===== config.mk =====
export PLATFORM = sky130hd
export DESIGN_NAME = riscv_imem
export DESIGN_NICKNAME = d
export VERILOG_FILES = /design/src/riscv_pkg.sv /design/src/riscv_imem.sv
export SDC_FILE = /design/constraint.sdc
export NUM_CORES = 2
export LEC_CHECK = 0
export ABC_AREA = 1
export BUFFER_PORTS_ARGS = -buffer_cell sky130_fd_sc_hd__buf_2
export CAP_MARGIN = 20
export CORE_MARGIN = 1.5
export CORE_UTILIZATION = 47
export CTS_CLUSTER_SIZE = 28
export DETAILED_ROUTE_END_ITERATION = 8
export PLACE_DENSITY = 0.7
export SLEW_MARGIN = 10
export SYNTH_ARGS = -nofsm -noshare
export SYNTH_HDL_FRONTEND = slang
export SYNTH_SLANG_ARGS = --single-unit

===== constraint.sdc =====
create_clock -name clk -period 5.4 [get_ports clk]
set_clock_uncertainty 0.2 [all_clocks]
set_input_delay 0.54 -clock clk [delete_from_list [all_inputs] [get_ports clk]]
set_output_delay 0.54 -clock clk [all_outputs]
set_load 0.01 [all_outputs]

===== src/riscv_pkg.sv =====
`default_nettype none

package riscv_pkg;

    // Datapath and memory sizes.
    localparam int xlen        = 32;
    localparam int reg_addr_w  = 5;
    localparam int imem_depth  = 64;
    localparam int dmem_depth  = 64;
    localparam int imem_addr_w = 6;
    localparam int dmem_addr_w = 6;

    // Major opcodes of the supported subset.
    localparam logic [6:0] op_rtype  = 7'b0110011;
    localparam logic [6:0] op_itype  = 7'b0010011;
    localparam logic [6:0] op_load   = 7'b0000011;
    localparam logic [6:0] op_store  = 7'b0100011;
    localparam logic [6:0] op_branch = 7'b1100011;

    typedef enum logic [3:0] {
        alu_add = 4'd0,
        alu_sub = 4'd1,
        alu_and = 4'd2,
        alu_or  = 4'd3,
        alu_slt = 4'd4
    } alu_op_t;

    // Operand source for the execute stage.
    typedef enum logic [1:0] {
        fwd_reg = 2'd0,
        fwd_mem = 2'd1,
        fwd_wb  = 2'd2
    } fwd_sel_t;

    typedef enum logic [1:0] {
        imm_i = 2'd0,
        imm_s = 2'd1,
        imm_b = 2'd2
    } imm_sel_t;

endpackage

`default_nettype wire

===== src/riscv_imem.sv =====
`timescale 1ns/1ns
`default_nettype none

module riscv_imem (
    input  logic                              clk,
    input  logic                              we,
    input  logic [riscv_pkg::imem_addr_w-1:0] waddr,
    input  logic [riscv_pkg::xlen-1:0]        wdata,
    input  logic [riscv_pkg::imem_addr_w-1:0] raddr,
    output logic [riscv_pkg::xlen-1:0]        rdata
);
    import riscv_pkg::*;

    logic [xlen-1:0] mem [imem_depth];

    always_ff @(posedge clk) begin
        if (we) mem[waddr] <= wdata;
    end

    assign rdata = mem[raddr];

endmodule

`default_nettype wire


# Word level (Yosys, flattened, before mapping)
# Memories as Yosys holds them, arrays and structs flattened.
# Index checks and enable logic that the tools add are counted.
# word_totals
reg_bits	0
latch_bits	0
ramBits	2048
romBits	0
input_bits	46
memories	1
# memory_table
memory	depth	word_bits	rd	rd_ports_with_merged_regs	wr	line_no	text
mem	64	32	1	0	1	riscv_imem.sv:14	logic [xlen-1:0] mem [imem_depth];
# classes
n_addsub	0
mul	0
div_mod_pow	0
n_lt_le_gt_ge	0
eq_ne	0
shifts	0
mux	2
n_bitwise	0
n_reduce_logical	0
# op_table
op	n
2-to-1 mux 1 bit	2

# Logic depth before layout (Yosys ltp)
# logic_depth
word_depth	2
ltp_mapped	13
depth_no_buf	9

# Least setup slack after synthesis
# OpenSTA, ideal clock, no wires.
# synth_path
kind	in2reg
startpoint	input we
endpoint	memory mem[48][0], enable pin
setup_time_ns	0.502
arrival_ns	4.168
required_ns	4.698
setup_slack_ns	0.530
cell_stages	3
n_path_buf	1
cell_sequence	clkbuf_1 > nand4_1 > nor4_1
# synth_via
elab_chain_len	2
# synth_lines
element	line_no	text
start, declared	riscv_imem.sv:6	input logic we,
2-to-1 mux 1 bit	riscv_imem.sv:17	if (we) mem[waddr] <= wdata;
2-to-1 mux 1 bit (not written as such)	riscv_imem.sv:17	
end, declared	riscv_imem.sv:14	
# Every way passes these cells.

# Final worst setup path
# layout_path
startpoint	input raddr[0] in the netlist's numbering
endpoint	output rdata[5] in the netlist's numbering
# layout_via
elab_chain_len	1
# layout_lines
element	line_no	text
start, declared	riscv_imem.sv:9	input logic [riscv_pkg::imem_addr_w-1:0] raddr,
memory read (64 x 32 bit)	--	
end, declared	riscv_imem.sv:10	output logic [riscv_pkg::xlen-1:0] rdata
# Every way passes these cells.

==> metrics.md <==
| Metric | Value |
|---|---|
| Status | complete, no violations |
| First-pass DRT Iterations | 6 |
| Fillers | 14172 |
| Crit Path Max Fanout | 139 |
| Met1 GRT Util | 35.59% |
| Slew margin rel. | 20.67% |
| 1st-iter DRT viols | 8160 |
| Final Hold Fails | 0 |
| Total die area | 0.1772 mm^2 |
| Placer congestion estimate | 0.8647 |
| Die Wd | 420.9 um |
| Routed wire length | 231300 um |
| Post-CTS Resized | 0 |
| Sequential area share after synthesis | 74.91% |
| Inserted Clock Buffers | 198 |
| H-tree Lvls | 4 |
| Layout cells sized above 1 | 8.167% |
| Initial antenna violation count | 15 |
| Post-CTS Setup Bufs | 0 |
| Max_cap viols | 0 |
| Global routing's busiest layer | met2 |
| Setup WS pre-CTS | 1.327 ns |
| Slew Limit Fails | 0 |
| Worst Tran Pin Value | 1.190 ns |
| Sink Count | 2048 |
| CP endpoint kind | output pin |
| Largest net degree at the start of global routing | 177 |
| Fin crit share | 78.70% |
| Rows | 153 |
| Most frequent cells in the layout | 2248 x nand2_1, 2048 x edfxtp_1, 1907 x nand3_1 |
| Yosys cell types | 15 |
| Residual DRC | 0 |
| WS Path Type | input pin to output pin |
| Biggest register | mem |
| Met2 Usage GRT | 39.05% |
| Remaining global-route overflow | 0 |
| Largest register FFs | 2048 |
| WL/cell | 25.09 um |
| First-pass GRT wire length | 335900 um |
| Layout net count | 6770 |
| Buffers on Ports | 77 |
| Setup TNS | 0 ns |
| Cells after Synth | 6737 |
| Setup WS post-layout | 1.150 ns |
| Crit path launch type | input pin |
| PwrDens | 358.2 mW/mm^2 |
| Most common cell after layout, fill and taps aside | nand2_1 |
| Clock Path Buffers | 3 |
| Yosys reg bits | 2048 |
| Final HPWL DP | 119800 um |
| Top Registers | mem (2048) |
| # IOs | 78 |
| RSZ-0062 raised after global routing | no |
| Cell area after synthesis | 0.08210 mm^2 |
| Via count | 54336 |
| TritonCTS clock tree | built |
| Power Total | 32690 uW |
| Clock-pin slew on the worst setup and hold paths | 0.06 ns |
| Die Height | 420.9 um |
| Critical Path RT | 4.66 ns |
| Met3 usage | 4.867% |
| Synth Net Count | 6783 |
| Total track usage | 25.55% |
| Syn Area/Cell | 12.19 um^2 |
| VDD IR max | 312.3 uV |
| Syn-to-layout area delta | 11.17% |
| Root Buffer | clkbuf_16 |
| Setup violations, final | 0 |
| Max Clk Rate | 235.3 MHz |
| Syn. warnings | 0 |
| Hold Path Class | input pin to flip-flop |
| Initial Util | 47.28% |
| Core ar. | 0.1736 mm^2 |
| Antenna viol nets, final | 0 |
| Number of global-route vias before repair | 50988 |
| Leakage power | 0.03180 uW |
| Cts hold-fix bufs | 0 |
| Worst EP arrival | 3.51 ns |
| Via/cell ratio | 5.896 |
| Min cycle time layout | 4.250 ns |
cell usage after synthesis:
cell type  number  share of area [%]
buf_1          40               0.18
buf_2         282                1.7
buf_4          45               0.41
buf_6           3              0.041
buf_8           2              0.037
clkbuf_1       77               0.35
edfxtp_1     2048                 75
inv_1           9              0.041
inv_2           2             0.0091
inv_4           1             0.0076
nand2_1      2248                 10
nand3_1      1907                 12
nand4_1         9              0.069
nor2_1         56               0.26
nor4_1          8              0.061
cell type report:
type                       instances  area, um^2  area share (%)
antenna                           10       25.02         0.02742
tap                             2325        2909           3.187
sequential                      2048       61500           67.38
clock inverter                   111       918.4           1.006
inverter                          12       81.33         0.08911
clock buffer                     246        5135           5.626
timing repair buffer             236        1931           2.115
multi-input combinational       4228       18770           20.57
power breakdown:
group / total (uW) / internal, uW / switching, uW
registers: 17600 / 17600 / 23.3
logic: 2060 / 476 / 1590
clock network: 13000 / 7100 / 5900
worst max-delay path, cell delays in order:
cell     delay, ns
buf_8         0.24
inv_16        0.39
buf_4         0.49
nand2_1       0.11
nand3_1       0.09
nand3_1       0.10
nand3_1       0.14
nand3_1       0.22
nand2_1       0.49
nand2_1       0.10
nand2_1       0.19
buf_2         0.17
stage by stage:
step	utilization [%]	area (um^2)	hold slack, ns	cells
floorplan	-	82100	0.4389	6737
global placement	49.05	85170	0.9938	8848
detailed placement	49.06	85190	0.8740	8849
CTS	52.55	91240	0.004022	9206
global route	52.56	91260	0.03053	9211
finish	52.56	91270	0.03321	9216
path summary, 6_finish.rpt:
kind / start / to / slack, ns / cells after the start
worst min-delay path: wdata[9] / mem[1][9] / 0.03 / 1
worst max-delay path: raddr[0] / rdata[5] / 1.15 / 12
metal layers:
metal  share of wire, %  vias to the layer above
li1                   -                    23996
met1                 38                    26493
met2                 46                     3303
met4                4.7                        0
met3                 11                      544
met5                  0                        -
kinds of logic after synthesis:
logic type             Yosys count  synth area share, %
AND/OR/NAND/NOR               4228                22.29
flip-flops                    2048                74.91
buffers and inverters          461                2.801
Note: power is estimated with default switching activity, not from simulation.
