$ cat src/riscv_pkg.sv
`default_nettype none

package riscv_pkg;

    // Datapath and memory sizes.
    localparam int xlen        = 32;
    localparam int reg_addr_w  = 5;
    localparam int imem_depth  = 64;
    localparam int dmem_depth  = 64;
    localparam int imem_addr_w = 6;
    localparam int dmem_addr_w = 6;

    // Major opcodes of the supported subset.
    localparam logic [6:0] op_rtype  = 7'b0110011;
    localparam logic [6:0] op_itype  = 7'b0010011;
    localparam logic [6:0] op_load   = 7'b0000011;
    localparam logic [6:0] op_store  = 7'b0100011;
    localparam logic [6:0] op_branch = 7'b1100011;

    typedef enum logic [3:0] {
        alu_add = 4'd0,
        alu_sub = 4'd1,
        alu_and = 4'd2,
        alu_or  = 4'd3,
        alu_slt = 4'd4
    } alu_op_t;

    // Operand source for the execute stage.
    typedef enum logic [1:0] {
        fwd_reg = 2'd0,
        fwd_mem = 2'd1,
        fwd_wb  = 2'd2
    } fwd_sel_t;

    typedef enum logic [1:0] {
        imm_i = 2'd0,
        imm_s = 2'd1,
        imm_b = 2'd2
    } imm_sel_t;

endpackage

`default_nettype wire
$ cat src/riscv_dmem.sv
`timescale 1ns/1ns
`default_nettype none

module riscv_dmem (
    input  logic                              clk,
    input  logic                              reset,
    input  logic                              we,
    input  logic [riscv_pkg::dmem_addr_w-1:0] addr,
    input  logic [riscv_pkg::xlen-1:0]        wdata,
    output logic [riscv_pkg::xlen-1:0]        rdata
);
    import riscv_pkg::*;

    logic [xlen-1:0] mem [dmem_depth];

    // Data memory starts from all zeros.
    always_ff @(posedge clk) begin
        if (reset) begin
            for (int i = 0; i < dmem_depth; i++) begin
                mem[i] <= '0;
            end
        end else if (we) begin
            mem[addr] <= wdata;
        end
    end

    assign rdata = mem[addr];

endmodule

`default_nettype wire

$ cat config.mk
export PLATFORM = sky130hd
export DESIGN_NAME = riscv_dmem
export DESIGN_NICKNAME = d
export VERILOG_FILES = /design/src/riscv_pkg.sv /design/src/riscv_dmem.sv
export SDC_FILE = /design/constraint.sdc
export NUM_CORES = 2
export LEC_CHECK = 0
export BUFFER_PORTS_ARGS = -buffer_cell sky130_fd_sc_hd__buf_4
export CAP_MARGIN = 10
export CORE_MARGIN = 4
export CORE_UTILIZATION = 45
export DETAILED_ROUTE_END_ITERATION = 7
export PLACE_DENSITY = 0.6
export RECOVER_POWER = 50
export SETUP_SLACK_MARGIN = 0.2
export SLEW_MARGIN = 10
export SYNTH_ARGS = -nofsm -noshare
export SYNTH_HDL_FRONTEND = slang
export SYNTH_SLANG_ARGS = --single-unit
$ cat constraint.sdc
create_clock -name clk -period 2.75 [get_ports clk]
set_input_delay 0.55 -clock clk [delete_from_list [all_inputs] [get_ports clk]]
set_output_delay 0.55 -clock clk [all_outputs]
set_load 0.01 [all_outputs]
Word level (Yosys, flattened, before mapping):

Memories as Yosys holds them, arrays and structs flattened.
Cells that the tools add are included.

* RAM bits: 2048
* output and inout bits: 32
* memories kept: 1
* register bits: 0
* word-level logic and storage cells: 10

* multiplexer cells: 8
* reductions and logical operators: 1

Memories
* mem: words 64, bits a word 32, rd ports 1, clocked after memory_dff 0, write ports 64, RTL line riscv_dmem.sv:14 `logic [xlen-1:0] mem [dmem_depth];`

Operators with widths (count)
* 2-to-1 mux 32 bit: 1
* OR reduction 32 bit: 1
* 2-to-1 mux 1 bit: 6
* 2-to-1 mux 6 bit: 1

Logic depth before layout (Yosys ltp):

* depth in word-level cells: 5
* mapped depth: 11

Worst setup path after synthesis:

No wires, ideal clock.

* kind: input port to output port
* start: input addr[2] (netlist bit)
* end: output rdata[1] (netlist bit)
* setup slack: -0.224 ns
* cell stages on the path: 9
* data arrival time: 2.424 ns
* path buffers: 5
* cell sequence: buf_6 > buf_6 > buf_6 > buf_2 > buf_1 > mux4_2 > mux2i_1 > o22ai_1 > or4_1

* word-level cells in the longest chain between the ends: 1

Ends and longest elaborated chain
* start, declared: RTL line riscv_dmem.sv:8 `input logic [riscv_pkg::dmem_addr_w-1:0] addr,`
* memory read (64 x 32 bit)
* end, declared: RTL line riscv_dmem.sv:10 `output logic [riscv_pkg::xlen-1:0] rdata`

No other way between the ends.

Worst setup path in the final report:

* start: input addr[2] (netlist bit)
* end: output rdata[15] (netlist bit)

Same word-level chain as after synthesis.

==> results.txt <==
Status = complete, but fails checks
Failing checks = setup timing
Clock Sinks = 2048
Final setup fails = 1866
Async set-reset flop share out of synthesis = 0%
Net Sw Frac = 24.1%
Max VDD drop = 0.747 mV
CP Capture Type = output port
Sequential area share after synthesis = 66.3%
P_leak = 0.0397 µW
HP Start = wdata[12]
Yosys reg bits = 2048
First-pass GRT wire length = 449000 µm
Cell with the most instances after synthesis = and2_1
Regs by FF count = mem: 2048 flops
Unrepaired setup endpoints after global routing = true
Nets = 7457
Overflow after GRT = 0
Crit path time final = 4.15 ns
Yosys warnings = 0
Starting density of the core = 45.3%
Vias in the first global route = 61100
CTS tree = done
Synth top area share = 66.3%
Post-DP HPWL = 206000 µm
Post-Synth Simple-Gate Area = 16.4%
Pin count of the biggest net entering global routing = 65
Fmax = 0.241 GHz
1st-iter DRT viols = 9126
Crit path arrival time = 3.60 ns
Met3 WL post-DR = 31400 µm
Worst hold path type = in2reg
Root Buffer = clkbuf_16
# DRC = 0
Seq pwr share = 49.9%
Final period util = 151%
Comb pwr share = 10.3%
Via count = 62700
Adder and majority cell fraction of the synthesized area = 0%
Die H = 462 µm
Mux cell area share after synthesis = 3.69%
Cts bufs inserted = 214
Setup crit start = addr[2]
Startpoint Class = primary input
Met2 wire len = 146000 µm
# port buffers = 72
PD cells = 649 nW/µm²
Highest Signal Layer = met5
Total power = 73000 µW
Tot GR Track Use = 29.3%
# H-tree levels = 4
Final instance area = 113000 µm²
Gate count of the mapped netlist = 6970
Clock-pin slew on the worst setup and hold paths = 0.06 ns
Number of vias per cell = 6.09
Final Hold Vio Count = 0
Routed wire length per instance = 30.9 µm
Ranking of synthesized cells by area = edfxtp_1 (66%), and2_1 (14%), a22oi_1 (3.0%), a221oi_1 (2.7%), clkbuf_1 (2.3%)
Max reg flops = 2048
Worst slew pin tran = 1.36 ns
Post-synth EDFFs = 2048
Worst setup path class = in2out
Metal-1 WL = 125000 µm
Yosys cell types = 57
Complex-gate fraction of the synthesized area = 10.3%
Row count = 166
WL final = 318000 µm
XOR/XNOR share of the synthesized area = 0%
Post-route setup slack = -1.40 ns
I/O pin cnt = 73
Area after DPL = 104000 µm²
Crit Path Max Fanout = 23
Share of layout cells above drive strength 1 = 24.4%
Syn_nets = 7011
Top reg by flops = mem
Worst slew margin = 9.15%
Largest family of logic cells by synthesized area = simple AND/OR/NAND/NOR gates
Synth area leader = edfxtp_1
Syn avg cell area = 13.3 µm²
Pint = 55500 µW
Final slew viol count = 0
Sw Pwr = 17600 µW
Core area = 205000 µm²
Post-synth top flop = edfxtp_1
Setup WS pre-CTS = -1.75 ns
Top cells by count, synth = and2_1 (2051), edfxtp_1 (2048), clkbuf_1 (566)
Pre-Repair DR Iteration Count = 6
Max cap viols = 0
CP Data Required Time = 2.20 ns
Mapped cell area = 92800 µm²
DIE WIDTH = 462 µm
Area Overhead vs Synth = 21.2%
Initial antenna violation count = 24
DRT antenna net count = 0
Fill cells = 16600
Die area = 214000 µm²
Clk buf depth = 3
Gpl congestion = 0.918
Clock power frac = 39.9%
[layout by cell type (no fill, tap or decap), types with 14 or more instances in the layout]
| cell | instances |
|---|---|
| a21oi_1 | 95 |
| nor2_1 | 164 |
| edfxtp_1 | 2048 |
| mux4_2 | 34 |
| a22oi_1 | 309 |
| clkbuf_1 | 84 |
| o221ai_1 | 17 |
| o21ai_0 | 109 |
| clkbuf_16 | 226 |
| clkinv_1 | 50 |
| o21ai_1 | 27 |
| a22oi_2 | 65 |
| clkbuf_4 | 35 |
| or3_4 | 14 |
| o22ai_1 | 117 |
| a221o_1 | 41 |
| or2_2 | 67 |
| a221oi_2 | 54 |
| buf_12 | 179 |
| nand2_1 | 76 |
| o22ai_2 | 45 |
| nor3_1 | 34 |
| a221oi_1 | 228 |
| a22o_1 | 21 |
| and2_0 | 242 |
| clkinv_2 | 30 |
| a21oi_2 | 36 |
| nor2_2 | 32 |
| diode_2 | 16 |
| buf_6 | 81 |
| or4_4 | 16 |
| bufinv_16 | 24 |
| clkbuf_2 | 29 |
| o211ai_1 | 40 |
| mux2i_1 | 145 |
| and2_1 | 1807 |
| mux2_2 | 93 |
| buf_4 | 610 |
| o21ai_2 | 27 |
[power groups by stage]
| stage | logic (µW) | registers [µW] | clock network (µW) |
|---|---|---|---|
| final | 7490 | 36400 | 29100 |
| after global routing | 7700 | 36500 | 30600 |
| after CTS | 7270 | 36400 | 29400 |
| after detailed placement | 6880 | 37000 | 0 |
| after global placement | 6850 | 37000 | 0 |
| after floorplan | 3050 | 36800 | 0 |
[routing by layer]
layer | GRT usage [%] | up-vias
li1 | - | 26700
met1 | 40.3 | 32000
met2 | 45.6 | 3405
met3 | 5.32 | 591
met4 | 12.7 | 4
met5 | 0 | -
[worst paths after layout]
path	endpoint	slack, ns	depth (start not counted)
worst max-delay path	rdata[15]	-1.40	12
worst min-delay path	mem[62][12]	0.27	2
[per-stage QoR]
step | setup TNS [ns] | hold slack, ns | cells | util, %
floorplan | -0.431 | 1.01 | 6970 | -
detailed placement | -625.33 | 0.886 | 9852 | 50.6
global placement | -570.86 | 0.879 | 9852 | 50.6
CTS | -30.45 | 0.205 | 10300 | 54.7
global route | -276.54 | 0.235 | 10300 | 54.9
finish | -340.17 | 0.268 | 10300 | 54.9
[timing repair]
action | 4_1_cts | 5_1_grt
gates resized for setup | 309 | 207
cloned | 5 | 5
endpoints found under the hold margin | 3 | 0
buffers inserted | 6 | 19
endpoints found under the setup margin | 32 | 32
pin swaps | 88 | 78
hold buffers | 1 | 0
[worst max-delay path, stage by stage]
cell and delay [ns]:
buf_12 0.16, nor2b_4 0.19, buf_12 0.17, buf_4 0.20, a22oi_1 0.20, o22ai_1 0.16, nor4_2 0.30, buf_4 0.15
o211ai_1 0.53, buf_4 0.37, or3_4 0.38, buf_6 0.13
[cell type report]
class / count / area, µm² / area share (%)
multi-input combinational: 4150 / 30400 / 27.0
inverter: 3 / 18.8 / 0.0167
antenna: 16 / 40.0 / 0.0356
clock inverter: 120 / 1230 / 1.09
timing repair buffer: 999 / 10300 / 9.12
sequential: 2048 / 61500 / 54.7
tap: 2688 / 3360 / 2.99
clock buffer: 271 / 5680 / 5.04
[kinds of logic after synthesis]
kind of cell,count (synthesis)
buffers and inverters,773
AOI/OAI and AO/OA,1326
and+or+nand+nor,2536
muxes,287
DFF,2048
(Power assumes the default switching activity.)
