`src/riscv_pkg.sv`:
```
`default_nettype none

package riscv_pkg;

    // Datapath and memory sizes.
    localparam int xlen        = 32;
    localparam int reg_addr_w  = 5;
    localparam int imem_depth  = 64;
    localparam int dmem_depth  = 64;
    localparam int imem_addr_w = 6;
    localparam int dmem_addr_w = 6;

    // Major opcodes of the supported subset.
    localparam logic [6:0] op_rtype  = 7'b0110011;
    localparam logic [6:0] op_itype  = 7'b0010011;
    localparam logic [6:0] op_load   = 7'b0000011;
    localparam logic [6:0] op_store  = 7'b0100011;
    localparam logic [6:0] op_branch = 7'b1100011;

    typedef enum logic [3:0] {
        alu_add = 4'd0,
        alu_sub = 4'd1,
        alu_and = 4'd2,
        alu_or  = 4'd3,
        alu_slt = 4'd4
    } alu_op_t;

    // Operand source for the execute stage.
    typedef enum logic [1:0] {
        fwd_reg = 2'd0,
        fwd_mem = 2'd1,
        fwd_wb  = 2'd2
    } fwd_sel_t;

    typedef enum logic [1:0] {
        imm_i = 2'd0,
        imm_s = 2'd1,
        imm_b = 2'd2
    } imm_sel_t;

endpackage

`default_nettype wire
```
`src/riscv_alu.sv`:
```
`timescale 1ns/1ns
`default_nettype none

module riscv_alu (
    input  riscv_pkg::alu_op_t         op,
    input  logic [riscv_pkg::xlen-1:0] a,
    input  logic [riscv_pkg::xlen-1:0] b,
    output logic [riscv_pkg::xlen-1:0] result,
    output logic                       zero
);
    import riscv_pkg::*;

    always_comb begin
        case (op)
            alu_add: result = a + b;
            alu_sub: result = a - b;
            alu_and: result = a & b;
            alu_or:  result = a | b;
            // Signed compare.
            alu_slt: result = {{(xlen - 1){1'b0}}, $signed(a) < $signed(b)};
            default: result = '0;
        endcase
    end

    assign zero = (result == '0);

endmodule

`default_nettype wire

```
`config.mk`:
```
export PLATFORM = sky130hd
export DESIGN_NAME = riscv_alu
export DESIGN_NICKNAME = d
export VERILOG_FILES = /design/src/riscv_pkg.sv /design/src/riscv_alu.sv
export SDC_FILE = /design/constraint.sdc
export NUM_CORES = 1
export LEC_CHECK = 0
export ABC_AREA = 1
export BUFFER_PORTS_ARGS = -buffer_cell sky130_fd_sc_hd__buf_2
export CORE_ASPECT_RATIO = 0.75
export CORE_MARGIN = 3
export CORE_UTILIZATION = 50
export DETAILED_ROUTE_END_ITERATION = 8
export PLACE_DENSITY = 0.71
export REMOVE_ABC_BUFFERS = 1
export SYNTH_ARGS = -nofsm -noshare
export SYNTH_HDL_FRONTEND = slang
export SYNTH_SLANG_ARGS = --single-unit
```
`constraint.sdc`:
```
create_clock -name vclk -period 3.27
set_input_delay 0.4905 -clock vclk [all_inputs]
set_output_delay 0.4905 -clock vclk [all_outputs]
set_load 0.02 [all_outputs]
```
Yosys cells after proc, flatten, opt, wreduce, memory -nomap -nowiden. Cells that the tools add are included.

Bits of input ports: 68. Logic and storage cells: 12. Flip-flop bits (word level): 0. Output and inout port bits: 33.

Add/sub/neg operators: 2. Reduce and logical (&&, ||, !) cells: 2. Muxes and demuxes: 1. Magnitude comparators: 1. Equality and inequality tests: 4. Bitwise gates (word level): 2.

Operator list (number): $pmux W32 S5 (1); $add A32 B32 Y32 (1); $and A32 B32 Y32 (1); $logic_not A32 Y1 (1); $lt A32 B32 Y1 (1); $or A32 B32 Y32 (1); $sub A32 B32 Y32 (1); $eq A4 B2 Y1 const B (2); $eq A4 B1 Y1 const B (1); $eq A4 B3 Y1 const B (1); $logic_not A4 Y1 (1).

Logic depth before layout (Yosys ltp).
Depth in word-level cells: 3. Mapped depth: 20. Mapped depth without buffers: 20.

Worst setup path before layout. No wires, ideal clock.

Kind: input port to output port. From: input a[0] in the netlist's numbering. To: output zero. Buffers on the path: 0. Stages: 18. Setup slack: 166 ps. Data required time: 2779 ps. Arrival time: 2614 ps. Cells stage by stage: inv_1 > ha_1 > fa_1 > inv_1 > nand2_1 > nand2_1 > nand4_1 > nand2_1 > nand2_1 > nand2_1 > nand2_1 > nand3_1 > nand3_1 > nor2_1 > nand3_1 > nor2_1 > nand3_1 > nor2_1.

Longest elaborated chain between the ends: 3.

Ends and longest elaborated chain: start, declared (line riscv_alu.sv:6) `input logic [riscv_pkg::xlen-1:0] a,`; $sub A32 B32 Y32 / $add A32 B32 Y32 (equally long branches) (line riscv_alu.sv:16, riscv_alu.sv:15); $pmux W32 S5 * (line riscv_alu.sv:14) `case (op)`; net result, one bit (line riscv_alu.sv:8) `output logic [riscv_pkg::xlen-1:0] result,`; $logic_not A32 Y1 * (line riscv_alu.sv:25) `assign zero = (result == '0);`; end, declared (line riscv_alu.sv:9) `output logic zero`.

The timed path passes the listed nets; every way through them passes the cells marked *.

Final worst setup path.
From: input b[14] in the netlist's numbering. To: output zero.

Longest elaborated chain between the ends: 3.

Ends and longest elaborated chain: start, declared (line riscv_alu.sv:7) `input logic [riscv_pkg::xlen-1:0] b,`; $sub A32 B32 Y32, or another cell as far along (line riscv_alu.sv:16) `alu_sub: result = a - b;`; $pmux W32 S5 * (line riscv_alu.sv:14); $logic_not A32 Y1 * (line riscv_alu.sv:25).

Every way passes the cells marked *; elsewhere a longest branch is shown, timed or not.

==> flow_summary.toml <==
[outcome]
run_status = "finished with violations"
failed_checks = "setup timing"

[min_path]
worst_hold_path.endpoint = "result[0]"
holdCritStartpoint = "op[1]"
min-delay-path-class = "in2out"
worst_hold_path.num_cells = 6

[final_layout]
n_clock_buffer = 0
area_used_by_multi_input_combinational_logic_um2 = 6380
finish.cell_count_without_fillers = 1864
antenna_cells_inserted = 0
layout.area.seq_um2 = 0
drive_gt1_frac = 0.399
leading_cell_type_in_the_layout_fill_and_taps_excluded = "sky130_fd_sc_hd__nand2_1"
fillCellCount = 1016
final_cell_mix = "346 x sky130_fd_sc_hd__nand2_1, 285 x sky130_fd_sc_hd__inv_1, 274 x sky130_fd_sc_hd__buf_4"
nNetsFinal = 1869
sequential_cell_total = 0
syn2layout_area_growth_pct = 52.3

[sta]
report.final.setup_viol = 1
post-route-worst-setup-slack_ns = -0.0566
fin_crit_sh = 1.02
worst_pin_slew_ns = 0.487
rsz_0062_raised_after_global_routing = "true"
maxSlewHeadroom = 0.675
fmaxAchievable_mhz = 301
post-route-min-period_ns = 3.33
timing.setup.tns_ns = -0.0566
final_hold_viol_count = 0
slew_violations = 0

[route]
detailedRoute.firstPassIterationCount = 6
ant_nets = 0
wl_um = 29900
vias = 9859
drt_iter0_markers = 919
wl_per_cell_um = 16.0
drc = 0
routed_via_density = 5.29

[grt]
vias_in_the_first_global_route = 8690
gr-usage-all-layers = 0.358
globalRoute.busiestLayer = "met1"
grt_start_max_net_pins = 22
groute.layer.met1.usage = 0.525
antenna_found_initial = 0
globalRouteOverflowTotal = 0
globalRouteMet2Util = 0.523
grt_use_met3 = 0.0968
wire_length_of_the_first_global_routing_pass_um = 43600

[setup_path]
criticalPathCategory = "in2out"
worstSetupStartpointType = "primary input"
cp.required_ns = 2.78
critical_path.endpoint_type = "output port"
crit_path_max_fanout = 7
timing.critical_path.arrival_ns = 2.84

[placement]
portBuffers = 101
place.detailed.instances = 1840
detailedPlacementHpwl_um = 23800
routabilityCongestion = 1.06

[floorplan]
number_of_standard_cell_rows_in_the_floorplan = 36
floorplan.initialDensity = 0.521
i_o_pin_count = 101
placeableCoreArea_um2 = 13200
fp.dieH_um = 108
fp.dieW_um = 141
fp.dieArea_um2 = 15200

[job]
drv_cap = 0

[yosys]
synth_cell_type_count = 37
post_synth.cell_area_avg_um2 = 5.10
netlist_instances = 1347
synth-seq-area-share = 0
syn_area_um2 = 6870
synth.yosys.warnings = 0

[clocking]
ctsHoldBuffers = 0

[power_and_ir_drop]
power_density_nw_per_um2 = 179
comb_power_share = 1.000
clock_power_share = 0
power_switching_mw = 1.10
power.internal_uw = 783
static-leakage-power_nw = 6.12
power.share.sequential = 0
power.share.switching = 0.583
vdd.ir_drop.worst_mv = 0.114
[layout make-up]
type,instances,share of cell area
tap,171,0.0204
timing repair buffer,379,0.253
inverter,327,0.118
multi-input combinational,987,0.609
[power groups by stage]
stage	sequential (mW)	combinational [mW]	clock, mW
floorplan	0	0.818	0
global placement	0	1.52	0
detailed placement	0	1.53	0
CTS	0	1.65	0
global route	0	2.00	0
finish	0	1.88	0
[critical path: stages]
cell and delay [ns]:
sky130_fd_sc_hd__buf_2 0.11, sky130_fd_sc_hd__inv_1 0.11, sky130_fd_sc_hd__ha_4 0.26, sky130_fd_sc_hd__a21oi_1 0.23
sky130_fd_sc_hd__o21ai_0 0.18, sky130_fd_sc_hd__nand2_1 0.11, sky130_fd_sc_hd__nand2_1 0.10, sky130_fd_sc_hd__a21oi_2 0.28
sky130_fd_sc_hd__nand3_1 0.11, sky130_fd_sc_hd__nand2_1 0.09, sky130_fd_sc_hd__nor2_1 0.07, sky130_fd_sc_hd__nor2_2 0.13
sky130_fd_sc_hd__nand2_2 0.10, sky130_fd_sc_hd__nor2_2 0.14, sky130_fd_sc_hd__nand2_2 0.07, sky130_fd_sc_hd__nor2_4 0.13
sky130_fd_sc_hd__buf_6 0.13
[repair_timing]
action | 4_1_cts | 5_1_grt
setup buffers | 10 | 14
pin swaps | 32 | 71
endpoints found under the setup margin | 1 | 5
resized for setup | 110 | 158
[Yosys cell counts]
master                       n  share of area
sky130_fd_sc_hd__clkinv_1    3         0.0016
sky130_fd_sc_hd__o21ai_0    32          0.023
sky130_fd_sc_hd__nand2_1   391           0.21
sky130_fd_sc_hd__nand3_1   127          0.093
sky130_fd_sc_hd__o21ai_1     1        0.00073
sky130_fd_sc_hd__a21boi_0    1         0.0011
sky130_fd_sc_hd__inv_1     307           0.17
sky130_fd_sc_hd__clkbuf_1    2         0.0011
sky130_fd_sc_hd__a21oi_2    13          0.017
sky130_fd_sc_hd__o21a_1      1         0.0011
sky130_fd_sc_hd__a21oi_1    46          0.034
sky130_fd_sc_hd__nand3b_1    5         0.0055
sky130_fd_sc_hd__and2_1      1        0.00091
sky130_fd_sc_hd__nand2_2    26          0.024
sky130_fd_sc_hd__nor2_4      5         0.0082
sky130_fd_sc_hd__nand4_1    12          0.011
sky130_fd_sc_hd__o221ai_1    1         0.0013
sky130_fd_sc_hd__buf_4      13          0.014
sky130_fd_sc_hd__buf_2      13         0.0095
sky130_fd_sc_hd__nand2_4     2         0.0033
sky130_fd_sc_hd__and3_1      1        0.00091
sky130_fd_sc_hd__nor2_1    134          0.073
sky130_fd_sc_hd__or2_1       1        0.00091
sky130_fd_sc_hd__nand3b_4    1         0.0029
sky130_fd_sc_hd__buf_6       5         0.0082
sky130_fd_sc_hd__nor3_1     12         0.0087
sky130_fd_sc_hd__o21bai_1    5         0.0055
sky130_fd_sc_hd__o22ai_1    21          0.019
sky130_fd_sc_hd__fa_1        2         0.0058
sky130_fd_sc_hd__nor4_1      1        0.00091
sky130_fd_sc_hd__ha_1      104           0.19
sky130_fd_sc_hd__inv_2      17         0.0093
sky130_fd_sc_hd__nor3_2      4         0.0058
sky130_fd_sc_hd__a21oi_4     1         0.0024
sky130_fd_sc_hd__a31oi_1     1        0.00091
sky130_fd_sc_hd__nand3_2     7          0.010
sky130_fd_sc_hd__nor2_2     28          0.025
[routing by layer]
layer / wire length (µm) / share of wire / vias to the layer above
li1: - / - / 4774
met1: 13100 / 0.44 / 4439
met2: 12200 / 0.41 / 593
met3: 3990 / 0.13 / 53
met4: 604 / 0.020 / 0
met5: 0 / 0 / -
[per-stage QoR]
stage	utilization	area [µm²]	total power, mW	hold WS (ns)	worst slack (ns)
2_1_floorplan	-	6640	0.818	1.29	-0.140
3_3_place_gp	0.704	9290	1.52	1.57	-0.401
3_5_place_dp	0.704	9290	1.53	1.58	-0.372
4_1_cts	0.745	9830	1.65	1.58	0.00124
5_1_grt	0.793	10500	2.00	1.64	-0.158
6_report	0.793	10500	1.88	1.61	-0.0566
[worst max path at each step]
stage                      end  slack (ns)  start  depth (start not counted)
after floorplan           zero       -0.14  op[3]                         14
after global placement    zero       -0.40   a[0]                         21
after detailed placement  zero       -0.37   a[0]                         21
after CTS                 zero       0.001   b[0]                         20
after global routing      zero       -0.16   b[6]                         21
final                     zero       -0.06  b[14]                         17
[cells by family (layout without fill, tap and decap cells)]
kind of cell	after synthesis	count (layout)	synth area share
buf+inv	360	706	0.212
compound gates	123	123	0.105
fa+ha+maj	106	106	0.195
simple gates	758	758	0.488
Note: power is estimated with default switching activity, not from simulation.
