`src/riscv_pkg.sv`:
```
`default_nettype none

package riscv_pkg;

    // Datapath and memory sizes.
    localparam int xlen        = 32;
    localparam int reg_addr_w  = 5;
    localparam int imem_depth  = 64;
    localparam int dmem_depth  = 64;
    localparam int imem_addr_w = 6;
    localparam int dmem_addr_w = 6;

    // Major opcodes of the supported subset.
    localparam logic [6:0] op_rtype  = 7'b0110011;
    localparam logic [6:0] op_itype  = 7'b0010011;
    localparam logic [6:0] op_load   = 7'b0000011;
    localparam logic [6:0] op_store  = 7'b0100011;
    localparam logic [6:0] op_branch = 7'b1100011;

    typedef enum logic [3:0] {
        alu_add = 4'd0,
        alu_sub = 4'd1,
        alu_and = 4'd2,
        alu_or  = 4'd3,
        alu_slt = 4'd4
    } alu_op_t;

    // Operand source for the execute stage.
    typedef enum logic [1:0] {
        fwd_reg = 2'd0,
        fwd_mem = 2'd1,
        fwd_wb  = 2'd2
    } fwd_sel_t;

    typedef enum logic [1:0] {
        imm_i = 2'd0,
        imm_s = 2'd1,
        imm_b = 2'd2
    } imm_sel_t;

endpackage

`default_nettype wire
```
`src/riscv_control.sv`:
```
`timescale 1ns/1ns
`default_nettype none

module riscv_control (
    input  logic [6:0]                      if_opcode,
    input  logic [2:0]                      if_funct3,
    input  logic                            if_funct7b5,
    input  logic [riscv_pkg::reg_addr_w-1:0] if_rs1,
    input  logic [riscv_pkg::reg_addr_w-1:0] if_rs2,
    input  logic                            ex_mem_read,
    input  logic [riscv_pkg::reg_addr_w-1:0] ex_rd,
    input  logic [riscv_pkg::reg_addr_w-1:0] ex_rs1,
    input  logic [riscv_pkg::reg_addr_w-1:0] ex_rs2,
    input  logic                            mem_reg_write,
    input  logic [riscv_pkg::reg_addr_w-1:0] mem_rd,
    input  logic                            wb_reg_write,
    input  logic [riscv_pkg::reg_addr_w-1:0] wb_rd,
    output logic                            reg_write,
    output logic                            mem_read,
    output logic                            mem_write,
    output logic                            mem_to_reg,
    output logic                            alu_src,
    output logic                            branch,
    output riscv_pkg::alu_op_t              alu_op,
    output riscv_pkg::imm_sel_t             imm_sel,
    output logic                            stall,
    output riscv_pkg::fwd_sel_t             fwd_a,
    output riscv_pkg::fwd_sel_t             fwd_b
);
    import riscv_pkg::*;

    function automatic alu_op_t alu_decode(input logic [2:0] funct3, input logic sub);
        case (funct3)
            3'b000:  alu_decode = sub ? alu_sub : alu_add;
            3'b010:  alu_decode = alu_slt;
            3'b110:  alu_decode = alu_or;
            3'b111:  alu_decode = alu_and;
            default: alu_decode = alu_add;
        endcase
    endfunction

    // Load in execute whose result the decoding instruction needs.
    assign stall = ex_mem_read && (ex_rd != '0) && ((ex_rd == if_rs1) || (ex_rd == if_rs2));

    always_comb begin
        reg_write  = 1'b0;
        mem_read   = 1'b0;
        mem_write  = 1'b0;
        mem_to_reg = 1'b0;
        alu_src    = 1'b0;
        branch     = 1'b0;
        alu_op     = alu_add;
        imm_sel    = imm_i;
        case (if_opcode)
            op_rtype: begin
                reg_write = 1'b1;
                alu_op    = alu_decode(if_funct3, if_funct7b5);
            end
            op_itype: begin
                reg_write = 1'b1;
                alu_src   = 1'b1;
                alu_op    = alu_decode(if_funct3, 1'b0);
            end
            op_load: begin
                reg_write  = 1'b1;
                mem_read   = 1'b1;
                mem_to_reg = 1'b1;
                alu_src    = 1'b1;
            end
            op_store: begin
                mem_write = 1'b1;
                alu_src   = 1'b1;
                imm_sel   = imm_s;
            end
            op_branch: begin
                branch  = 1'b1;
                alu_op  = alu_sub;
                imm_sel = imm_b;
            end
            default: ;
        endcase
        // A stalled slot enters execute as a bubble.
        if (stall) begin
            reg_write = 1'b0;
            mem_read  = 1'b0;
            mem_write = 1'b0;
            branch    = 1'b0;
        end
    end

    // EX/MEM wins over MEM/WB since it holds the younger result.
    assign fwd_a = (mem_reg_write && (mem_rd != '0) && (mem_rd == ex_rs1)) ? fwd_mem :
                   (wb_reg_write && (wb_rd != '0) && (wb_rd == ex_rs1))    ? fwd_wb  : fwd_reg;
    assign fwd_b = (mem_reg_write && (mem_rd != '0) && (mem_rd == ex_rs2)) ? fwd_mem :
                   (wb_reg_write && (wb_rd != '0) && (wb_rd == ex_rs2))    ? fwd_wb  : fwd_reg;

endmodule

`default_nettype wire

```
`config.mk`:
```
export PLATFORM = sky130hd
export DESIGN_NAME = riscv_control
export DESIGN_NICKNAME = d
export VERILOG_FILES = /design/src/riscv_pkg.sv /design/src/riscv_control.sv
export SDC_FILE = /design/constraint.sdc
export NUM_CORES = 1
export LEC_CHECK = 0
export ABC_AREA = 1
export BUFFER_PORTS_ARGS = -buffer_cell sky130_fd_sc_hd__buf_4
export CAP_MARGIN = 10
export CORE_MARGIN = 2
export CORE_UTILIZATION = 36
export DETAILED_ROUTE_END_ITERATION = 16
export GPL_ROUTABILITY_DRIVEN = 1
export PLACE_DENSITY = 0.84
export SETUP_SLACK_MARGIN = 0.02
export SLEW_MARGIN = 20
export SYNTH_ARGS = -nofsm -noshare
export SYNTH_HDL_FRONTEND = slang
export SYNTH_SLANG_ARGS = --single-unit
export TNS_END_PERCENT = 50
```
`constraint.sdc`:
```
create_clock -name vclk -period 0.8
set_input_delay 0.08 -clock vclk [all_inputs]
set_output_delay 0.08 -clock vclk [all_outputs]
set_load 0.05 [all_outputs]
```
After elaboration in Yosys (flattened, before gate mapping):

Cells that the tools add are included.

* word-level logic and storage cells: 47
* input port bits: 49
* bits in registers: 0

* muxes and demuxes: 18
* reduce and logical (&&, ||, !) cells: 15
* equality and inequality tests: 14

Operator list (count)
* $eq 5x5->1: 6
* $pmux 3 s3: 2
* $reduce_bool 5->1: 3
* $eq 7x6->1 const B: 2
* $pmux 3 s4: 1
* $mux 1: 10
* $logic_and 1x1->1: 8
* $mux 2: 4
* $eq 7x2->1 const B: 1
* $eq 7x5->1 const B: 1
* $eq 7x7->1 const B: 1
* $eq 3x3->1 const B: 2
* $reduce_or 3->1: 2
* $pmux 2 s2: 1
* $eq 3x2->1 const B: 1
* $logic_not 3->1: 1
* $logic_or 1x1->1: 1

Depth between registers and ports, before layout:

Gate-level depths: netlist (run 1).

* depth after elaboration: 5
* gate-level depth with buffers: 7

Least setup slack after synthesis (run 1):

Ideal clock, no wire load.

* path kind: input to output
* start: input if_opcode[3]
* end: output alu_src
* cell stages on the path: 3
* data arrival time: 1.490 ns
* path slack: -0.770 ns
* data required time: 0.720 ns
* cell sequence: nor2_2 nand3_2 a211oi_1

* word-level cells in the longest chain between the ends: 3

RTL lines
* start: declaration: RTL line riscv_control.sv:5 `input logic [6:0] if_opcode,`
* $eq 7x5->1, or another cell as far along: RTL line riscv_control.sv:54 `case (if_opcode)`
* $reduce_or 3->1 (no source line) (*)
* $mux 1 (*): RTL line riscv_control.sv:54
* end: declaration: RTL line riscv_control.sv:22 `output logic alu_src,`

Mark *: on every way between the ends. The rest lies on a longest branch, timed or not.

Worst setup path in the final report (run 1):

* start: input if_rs1[1] in the netlist's numbering
* end: output mem_read

* word-level cells in the longest chain between the ends: 4

RTL lines
* start: declaration: RTL line riscv_control.sv:8 `input logic [riscv_pkg::reg_addr_w-1:0] if_rs1,`
* $eq 5x5->1: RTL line riscv_control.sv:43 `assign stall = ex_mem_read && (ex_rd != '0) && ((ex_rd == if_rs1) || (ex_rd == if_rs2));`
* $logic_or 1x1->1: RTL line riscv_control.sv:43
* $logic_and 1x1->1: RTL line riscv_control.sv:43
* $mux 1: RTL line riscv_control.sv:83 `if (stall) begin`
* end: declaration: RTL line riscv_control.sv:19 `output logic mem_read,`

No other way between the ends.

==> flow_metrics.tcl, run 1 <==
set metrics [dict create \
    synth_compound_area_share_pct 10.7 \
    placed_area_um2 1430 \
    synth_area_um2 711 \
    n_antenna_cell 0 \
    ff_latch_area_um2 0 \
    end_kind "output port" \
    die-area_um2 2350 \
    post_drt_wl_per_cell_um 21.2 \
    first_pass_iters 4 \
    worstPathArrival_ns 1.13 \
    p_per_area_nw_per_um2 524 \
    hold_viol 0 \
    maxSlewViolCount 0 \
    cp-start-kind "input port" \
    vias 1365 \
    nNetsFinal 258 \
    area_growth_pct 150 \
    grtUsageTotal_pct 30.5 \
    worstHoldStart "if_funct3[2]" \
    yosys.area_share.simple_pct 48.4 \
    fp.coreArea_um2 1900 \
    grt_pass1_wl_um 5700 \
    drive_gt1_share_pct 69.6 \
    antenna_left 0 \
    initial_core_util_pct 37.4 \
    final_cell_area_um2 1780 \
    holdPathEnd "alu_op[2]" \
    p_total_mw 0.932 \
    fillers 58 \
    totalWireLength_um 4960 \
    yosys_warnings 0 \
    syn-num-nets 180 \
    required_ns 0.72 \
    synth-xor-area-share_pct 27.1 \
    fin_crit_ns 1.21 \
    syn_avg_cell_area_um2 5.43 \
    maxClockFrequency_mhz 830 \
    via_per_inst 5.83 \
    finalCritPeriodShare_pct 151 \
    leakage_nw 0.879 \
    ios 66 \
    overflow 0 \
    drt_iter0_markers 44 \
    crit_fanout 4 \
    grt_pass1_vias 1254 \
    synthMuxAreaShare_pct 0 \
    antenna_found_initial 0 \
    rsz0062_at_grt "yes" \
    rows 16 \
    maxCapViolations 0 \
    place_inst 232 \
    synthCells 131 \
    post-dp-hpwl_um 2370 \
    placement.io_buffers 65 \
    synth_fa_ha_area_share_pct 0 \
    vdd_drop_max_mv 0.448 \
    layout_setup_ws_ns -0.405 \
    violations "setup timing" \
    setup_violations 16 \
    min_path_cells 3 \
    post-route-drc-count 0 \
    die_h_um 48.4 \
    grt_max_degree 6 \
    ys_types 23 \
    synth_top_family_by_area "simple AND/OR/NAND/NOR gates" \
    design.seq.count 0 \
    die_w_um 48.4 \
    finalNonFillerCells 234 \
    status "finished with violations" \
    criticalPathCategory "in2out" \
    globalplace.congestion 0.833 \
    nClkBuffers 0 \
    hold_class "in2out" \
    yosysSeqAreaShare_pct 0 \
]
==> cell families (layout without fill, tap and decap cells) <==
family / Yosys count / after routing
simple gates: 73 / 73
buf+inv: 24 / 100
xor+xnor: 22 / 22
compound gates: 11 / 11
other cells: 1 / 1
==> through the flow <==
stage / util (%) / hold slack, ns / worst slack, ns / setup TNS, ns
floorplan: - / 0.226 / -0.342 / -3.55
global placement: 75.3 / 0.483 / -0.296 / -3.84
detailed placement: 75.3 / 0.487 / -0.336 / -4.28
CTS: 86.4 / 0.453 / -0.274 / -3.36
global route: 93.4 / 0.472 / -0.434 / -5.55
finish: 93.4 / 0.472 / -0.405 / -4.87
==> layer usage <==
metal | up-vias | GRT usage (%) | wire, µm
met5 | - | 0 | 0
met4 | 0 | 11.4 | 429
met3 | 44 | 4.01 | 431
met2 | 134 | 59.7 | 2440
met1 | 630 | 32.8 | 1660
li1 | 557 | - | -
==> final cells by class <==
cell class | count | area, µm² | share of cell area, %
Inverter | 23 | 88.8 | 5.00
Tap cell | 27 | 33.8 | 1.90
Multi-Input combinational cell | 107 | 917 | 51.6
Timing Repair Buffer | 77 | 737 | 41.5
==> cell usage in the layout, fill, tap and decap left out <==
master    Yosys  final
a21oi_4       0      1
nor2_1       15      9
nand3_4       0      1
o21ai_4       0      2
xor2_2        0      1
nand3_2       1      4
nor3_1        5      2
inv_4         0      1
nor2_4        1      8
a211oi_2      0      1
nor3_4        0      3
nand2_1      35     26
xnor2_2       0      8
nand2_4       0      2
a21oi_1       3      1
nor3_2        3      3
buf_4         1     43
nor2_2        2      1
buf_6         0     27
xnor2_4       0      2
inv_2         6     13
nand2_2       2      9
nor4_4        0      1
xor2_1        7      6
or2_1         1      1
buf_12        0      1
xnor2_1      15      5
a21oi_2       4      5
conb_1        1      1
inv_1        17      9
nand4_1       1      1
buf_8         0      6
nand3_1       6      2
o21ai_2       1      1
==> how the worst max path moves through the flow <==
stage,cells after the start,start,slack (ns),end
after global routing,8,wb_rd[3],-0.43,fwd_b[1]
after detailed placement,7,mem_rd[2],-0.34,fwd_b[1]
after CTS,9,ex_rd[0],-0.27,reg_write
final,9,if_rs1[1],-0.41,mem_read
after floorplan,4,mem_rd[0],-0.34,fwd_a[1]
after global placement,7,if_opcode[3],-0.30,alu_op[2]
==> synth_stat cells (all sizes together) <==
master | number | area, µm²
a211oi | 1 | 7.51
a21oi | 7 | 50.0
buf | 1 | 7.51
conb | 1 | 3.75
inv | 23 | 86.3
nand2 | 37 | 144
nand3 | 7 | 40.0
nand4 | 1 | 6.26
nor2 | 18 | 80.1
nor3 | 8 | 55.1
nor4 | 1 | 12.5
o21ai | 3 | 18.8
or2 | 1 | 6.26
xnor2 | 15 | 131
xor2 | 7 | 61.3
==> power by group <==
group / internal, mW / switching, mW / total, mW / leakage [nW]
clock: 0 / 0 / 0 / 0
combinational: 0.448 / 0.484 / 0.932 / 0.879
sequential: 0 / 0 / 0 / 0
==> timing repair <==
action	in CTS	in global routing
setup buffers	2	0
resized for setup	52	31
setup endpoints to repair	16	16
hold buffers	0	0
pin swaps	28	24
==> critical path, stage by stage <==
cell     delay, ns
buf_4         0.09
inv_2         0.03
nand2_1       0.08
nand2_1       0.08
nor2_1        0.18
nand3_2       0.14
nand2_2       0.18
a21oi_2       0.09
buf_6         0.16
No activity file was read; power rests on OpenSTA's default activity.
==> run 2, diff against run 1 <==
BUFFER_PORTS_ARGS = -buffer_cell sky130_fd_sc_hd__buf_2   (was -buffer_cell sky130_fd_sc_hd__buf_4)
SETUP_SLACK_MARGIN = unset   (was 0.02)
==> run 2 against run 1 <==
The run still ends with setup timing left; hold slack better by 0.028 ns; wire length down 21%; combinational power decreased by 11%; largest power group unchanged.
==> flow_metrics.tcl, run 2 (synthesis gave the netlist of run 1 again) <==
set metrics [dict create \
    layout_setup_ws_ns -0.379 \
    criticalPathCategory "in2out" \
    crit_fanout 5 \
    post_drt_wl_per_cell_um 16.7 \
    fin_crit_ns 1.18 \
    placement.io_buffers 65 \
    vdd_drop_max_mv 0.389 \
    fp.coreArea_um2 1900 \
    cp-start-kind "input port" \
    cts_hold_buf 0 \
    grtUsageTotal_pct 26.6 \
    drive_gt1_share_pct 69.2 \
    nNetsFinal 259 \
    maxClockFrequency_mhz 848 \
    critPathTopFamily "simple AND/OR/NAND/NOR gates" \
    post-dp-hpwl_um 2230 \
    grt_max_degree 6 \
    cp_slowest_stage_delay_ns 0.21 \
    rsz0062_at_grt "yes" \
    area_growth_pct 139 \
    first_pass_iters 4 \
    place_inst 233 \
    final_cell_area_um2 1700 \
    final_common_cell "buf_2" \
    maxCapViolations 0 \
    p_per_area_nw_per_um2 489 \
    rows 16 \
    n_antenna_cell 0 \
    status "finished with violations" \
    cp_num_buf_inv 2 \
    initial_core_util_pct 37.4 \
    leakage_nw 0.858 \
    antenna_left 0 \
    design.seq.count 0 \
    setup_violations 16 \
    finalCritPeriodShare_pct 147 \
    finalNonFillerCells 235 \
    hold_class "in2out" \
    hold_viol 0 \
    overflow 0 \
    fillers 72 \
    end_kind "output port" \
    slowest_stage "nor2_4" \
    worstPathArrival_ns 1.10 \
    post-route-drc-count 0 \
    vias 1214 \
    multi_input_area_um2 906 \
    grt_pass1_vias 1159 \
    totalWireLength_um 3920 \
    antenna_found_initial 0 \
    via_per_inst 5.17 \
    path_cells "buf_6 -> nor2_4 -> nand3_4 -> nor2_4 -> nand3_2 -> o21ai_4 -> buf_6" \
    drt_iter0_markers 27 \
    globalplace.congestion 0.852 \
    placed_area_um2 1280 \
    ff_latch_area_um2 0 \
    required_ns 0.72 \
    die-area_um2 2350 \
    grt_pass1_wl_um 5000 \
    ios 66 \
    p_total_mw 0.830 \
    maxSlewViolCount 0 \
    nClkBuffers 0 \
    die_w_um 48.4 \
    layout_common_cells "31 x buf_2, 28 x nand2_1, 25 x buf_6" \
    violations "setup timing" \
    die_h_um 48.4 \
]
-- run 2: power by group --
group | switching, mW | internal, mW | leakage (nW)
registers | 0 | 0 | 0
clock network | 0 | 0 | 0
logic | 0.440 | 0.390 | 0.858
total | 0.440 | 0.390 | 0.858
-- run 2: metal layers --
| metal | share of wire [%] | GRT usage (%) | vias up | wire [µm] |
|---|---|---|---|---|
| li1 | - | - | 560 | - |
| met1 | 35 | 26.6 | 545 | 1360 |
| met2 | 53 | 50.5 | 79 | 2070 |
| met3 | 5.5 | 4.63 | 30 | 215 |
| met4 | 7.1 | 17.1 | 0 | 280 |
| met5 | 0 | 0 | - | 0 |
-- run 2: final timing paths --
path	from	end	slack, ns	depth (start not counted)
setup / recovery	if_opcode[3]	alu_op[0]	-0.38	7
hold / removal	if_funct3[2]	alu_op[2]	0.50	3
-- run 2: cell type report --
class / instances / share of cell area, %
multi-input cells: 107 / 53.4
repair buffers: 78 / 39.1
inverters: 23 / 5.53
well taps: 27 / 1.99
-- run 2: timing repair --
action / in CTS / in global routing
setup buffers: 0 / 2
endpoints found under the setup margin: 16 / 16
resized for setup: 81 / 24
pin swaps: 26 / 21
-- run 2: metrics by stage --
| stage | setup WS [ns] | setup TNS, ns | hold slack, ns | util [%] |
|---|---|---|---|---|
| 2_1_floorplan | -0.342 | -3.55 | 0.226 | - |
| 3_3_place_gp | -0.354 | -4.77 | 0.524 | 67.1 |
| 3_5_place_dp | -0.433 | -5.25 | 0.529 | 67.1 |
| 4_1_cts | -0.306 | -3.36 | 0.476 | 83.7 |
| 5_1_grt | -0.415 | -4.88 | 0.501 | 89.3 |
| 6_report | -0.379 | -4.35 | 0.500 | 89.3 |
==> run 3, diff against run 2 <==
BUFFER_PORTS_ARGS = -buffer_cell sky130_fd_sc_hd__clkbuf_2   (was -buffer_cell sky130_fd_sc_hd__buf_2)
==> run 3 against run 2 <==
The flow still finishes with violations (setup timing); flip-flop and latch count did not move; hold slack improved by 0.081 ns; largest cell class unchanged; cell count increased by 2.6%; fmax decreased by 1.1%; critical path type unchanged; wire length is 1.7% higher; die area did not move; via count is 2.3% higher; non-clock buffer count rose by 6; first-iteration DRC count up 7.4%; critical endpoint is now fwd_a[1]; clock-buffer cell count did not move.
==> flow_metrics.tcl, run 3 (synthesis gave the netlist of run 1 again) <==
set metrics [dict create \
    fin_tns_setup_ns -4.45 \
    path_cells "clkbuf_2 -> xor2_1 -> nor3_1 -> nand2_1 -> nor2_4 -> buf_8" \
    via_per_inst 5.15 \
    finalNonFillerCells 241 \
    globalplace.congestion 0.886 \
    fillers 79 \
    totalWireLength_um 3990 \
    p_sw_mw 0.429 \
    cp-start-kind "input port" \
    hold_viol 0 \
    design.seq.count 0 \
    vias 1242 \
    internal-power_mw 0.379 \
    setup_violations 16 \
    layout_setup_ws_ns -0.391 \
    antenna_found_initial 0 \
    violations "setup timing" \
    grtUsageTotal_pct 28.1 \
    ios 66 \
    end_kind "output port" \
    placement.io_buffers 65 \
    netSwitchingFraction_pct 53.1 \
    drt_iter0_markers 29 \
    finalCritPeriodShare_pct 149 \
    drive_gt1_share_pct 68.2 \
    cts_hold_buf 0 \
    required_ns 0.72 \
    nNetsFinal 265 \
    maxClockFrequency_mhz 839 \
    area_growth_pct 142 \
    grt_pass1_wl_um 5260 \
    status "finished with violations" \
    layout_common_cells "34 x clkbuf_2, 26 x nand2_1, 21 x buf_4" \
    antenna_left 0 \
    crit_fanout 2 \
    rsz0062_at_grt "yes" \
    die-area_um2 2350 \
    overflow 0 \
    maxCapViolations 0 \
    slowest_stage "nor3_1" \
    comb_power_share_pct 100.0 \
    n_antenna_cell 0 \
    vdd_drop_max_mv 0.365 \
    post_drt_wl_per_cell_um 16.6 \
    criticalPathCategory "in2out" \
    cp_slowest_stage_delay_ns 0.26 \
    nClkBuffers 0 \
    post-dp-hpwl_um 2220 \
    post-route-drc-count 0 \
    ff_latch_area_um2 0 \
    grt_pass1_vias 1240 \
    p_per_area_nw_per_um2 470 \
    die_w_um 48.4 \
    initial_core_util_pct 37.4 \
    final_common_cell "clkbuf_2" \
    seqPwrFrac_pct 0 \
    first_pass_iters 4 \
    multi_input_area_um2 862 \
    maxSlewViolCount 0 \
    rows 16 \
    leakage_nw 0.874 \
    place_inst 239 \
    fp.coreArea_um2 1900 \
    die_h_um 48.4 \
    fin_crit_ns 1.19 \
    hold_class "in2out" \
    grt_max_degree 6 \
    pwr-share-clk_pct 0 \
    worstPathArrival_ns 1.11 \
    final_util_pct 90.5 \
]
-- run 3: changes by cell type in the layout (fill, tap and decap cells not counted), moves of 3 or more --
| cell | before | now |
|---|---|---|
| xnor2_1 | 5 | 8 |
| nand2_2 | 6 | 9 |
| xnor2_2 | 10 | 7 |
| buf_4 | 15 | 21 |
| inv_2 | 9 | 12 |
| buf_2 | 31 | 0 |
| clkbuf_2 | 0 | 34 |
| buf_6 | 25 | 5 |
| inv_4 | 3 | 0 |
| clkbuf_8 | 0 | 9 |
| buf_8 | 5 | 14 |
-- run 3: area by class of cell --
cell class	instances	area share (%)
Inverter	23	5.02
Multi-Input combinational cell	107	50.1
Tap cell	27	1.96
Timing Repair Buffer	84	42.9
-- run 3: through the flow --
step	cell area, µm²	power, mW	setup WS (ns)	hold WS, ns
2_1_floorplan	842	0.315	-0.342	0.226
3_3_place_gp	1340	0.593	-0.364	0.628
3_5_place_dp	1340	0.611	-0.397	0.639
4_1_cts	1580	0.689	-0.319	0.583
5_1_grt	1720	0.856	-0.440	0.600
6_report	1720	0.808	-0.391	0.581
-- run 3: power by group through the flow --
stage	Clock (mW)	Sequential [mW]	Combinational, mW
4_1_cts	0	0	0.689
5_1_grt	0	0	0.856
6_report	0	0	0.808
3_5_place_dp	0	0	0.611
3_3_place_gp	0	0	0.593
2_1_floorplan	0	0	0.315
-- run 3: critical path: cells and delay by family --
kind | cells | cell delay (ns)
AND/OR/NAND/NOR | 3 | 0.57
buffers and inverters | 2 | 0.27
XOR/XNOR | 1 | 0.19
-- run 3: final timing paths --
kind / from / end / slack [ns] / depth (start not counted)
worst max-delay path: ex_rs1[1] / fwd_a[1] / -0.39 / 6
worst min-delay path: if_opcode[3] / alu_src / 0.58 / 5
-- run 3: repair_timing --
action                                  CTS  global route
pin swaps                                24            19
buffers inserted                          0             2
endpoints found under the setup margin   16            16
resized for setup                        49            50
hold endpoints to repair                  0             0
-- run 3: layer usage --
layer / part of all wire (%) / wire length, µm / vias up / global-route usage, %
met5: 0 / 0 / - / 0
met3: 6.4 / 257 / 29 / 0.926
li1: - / - / 573 / -
met2: 51 / 2040 / 72 / 58.8
met1: 35 / 1410 / 568 / 28.4
met4: 7.2 / 286 / 0 / 11.9
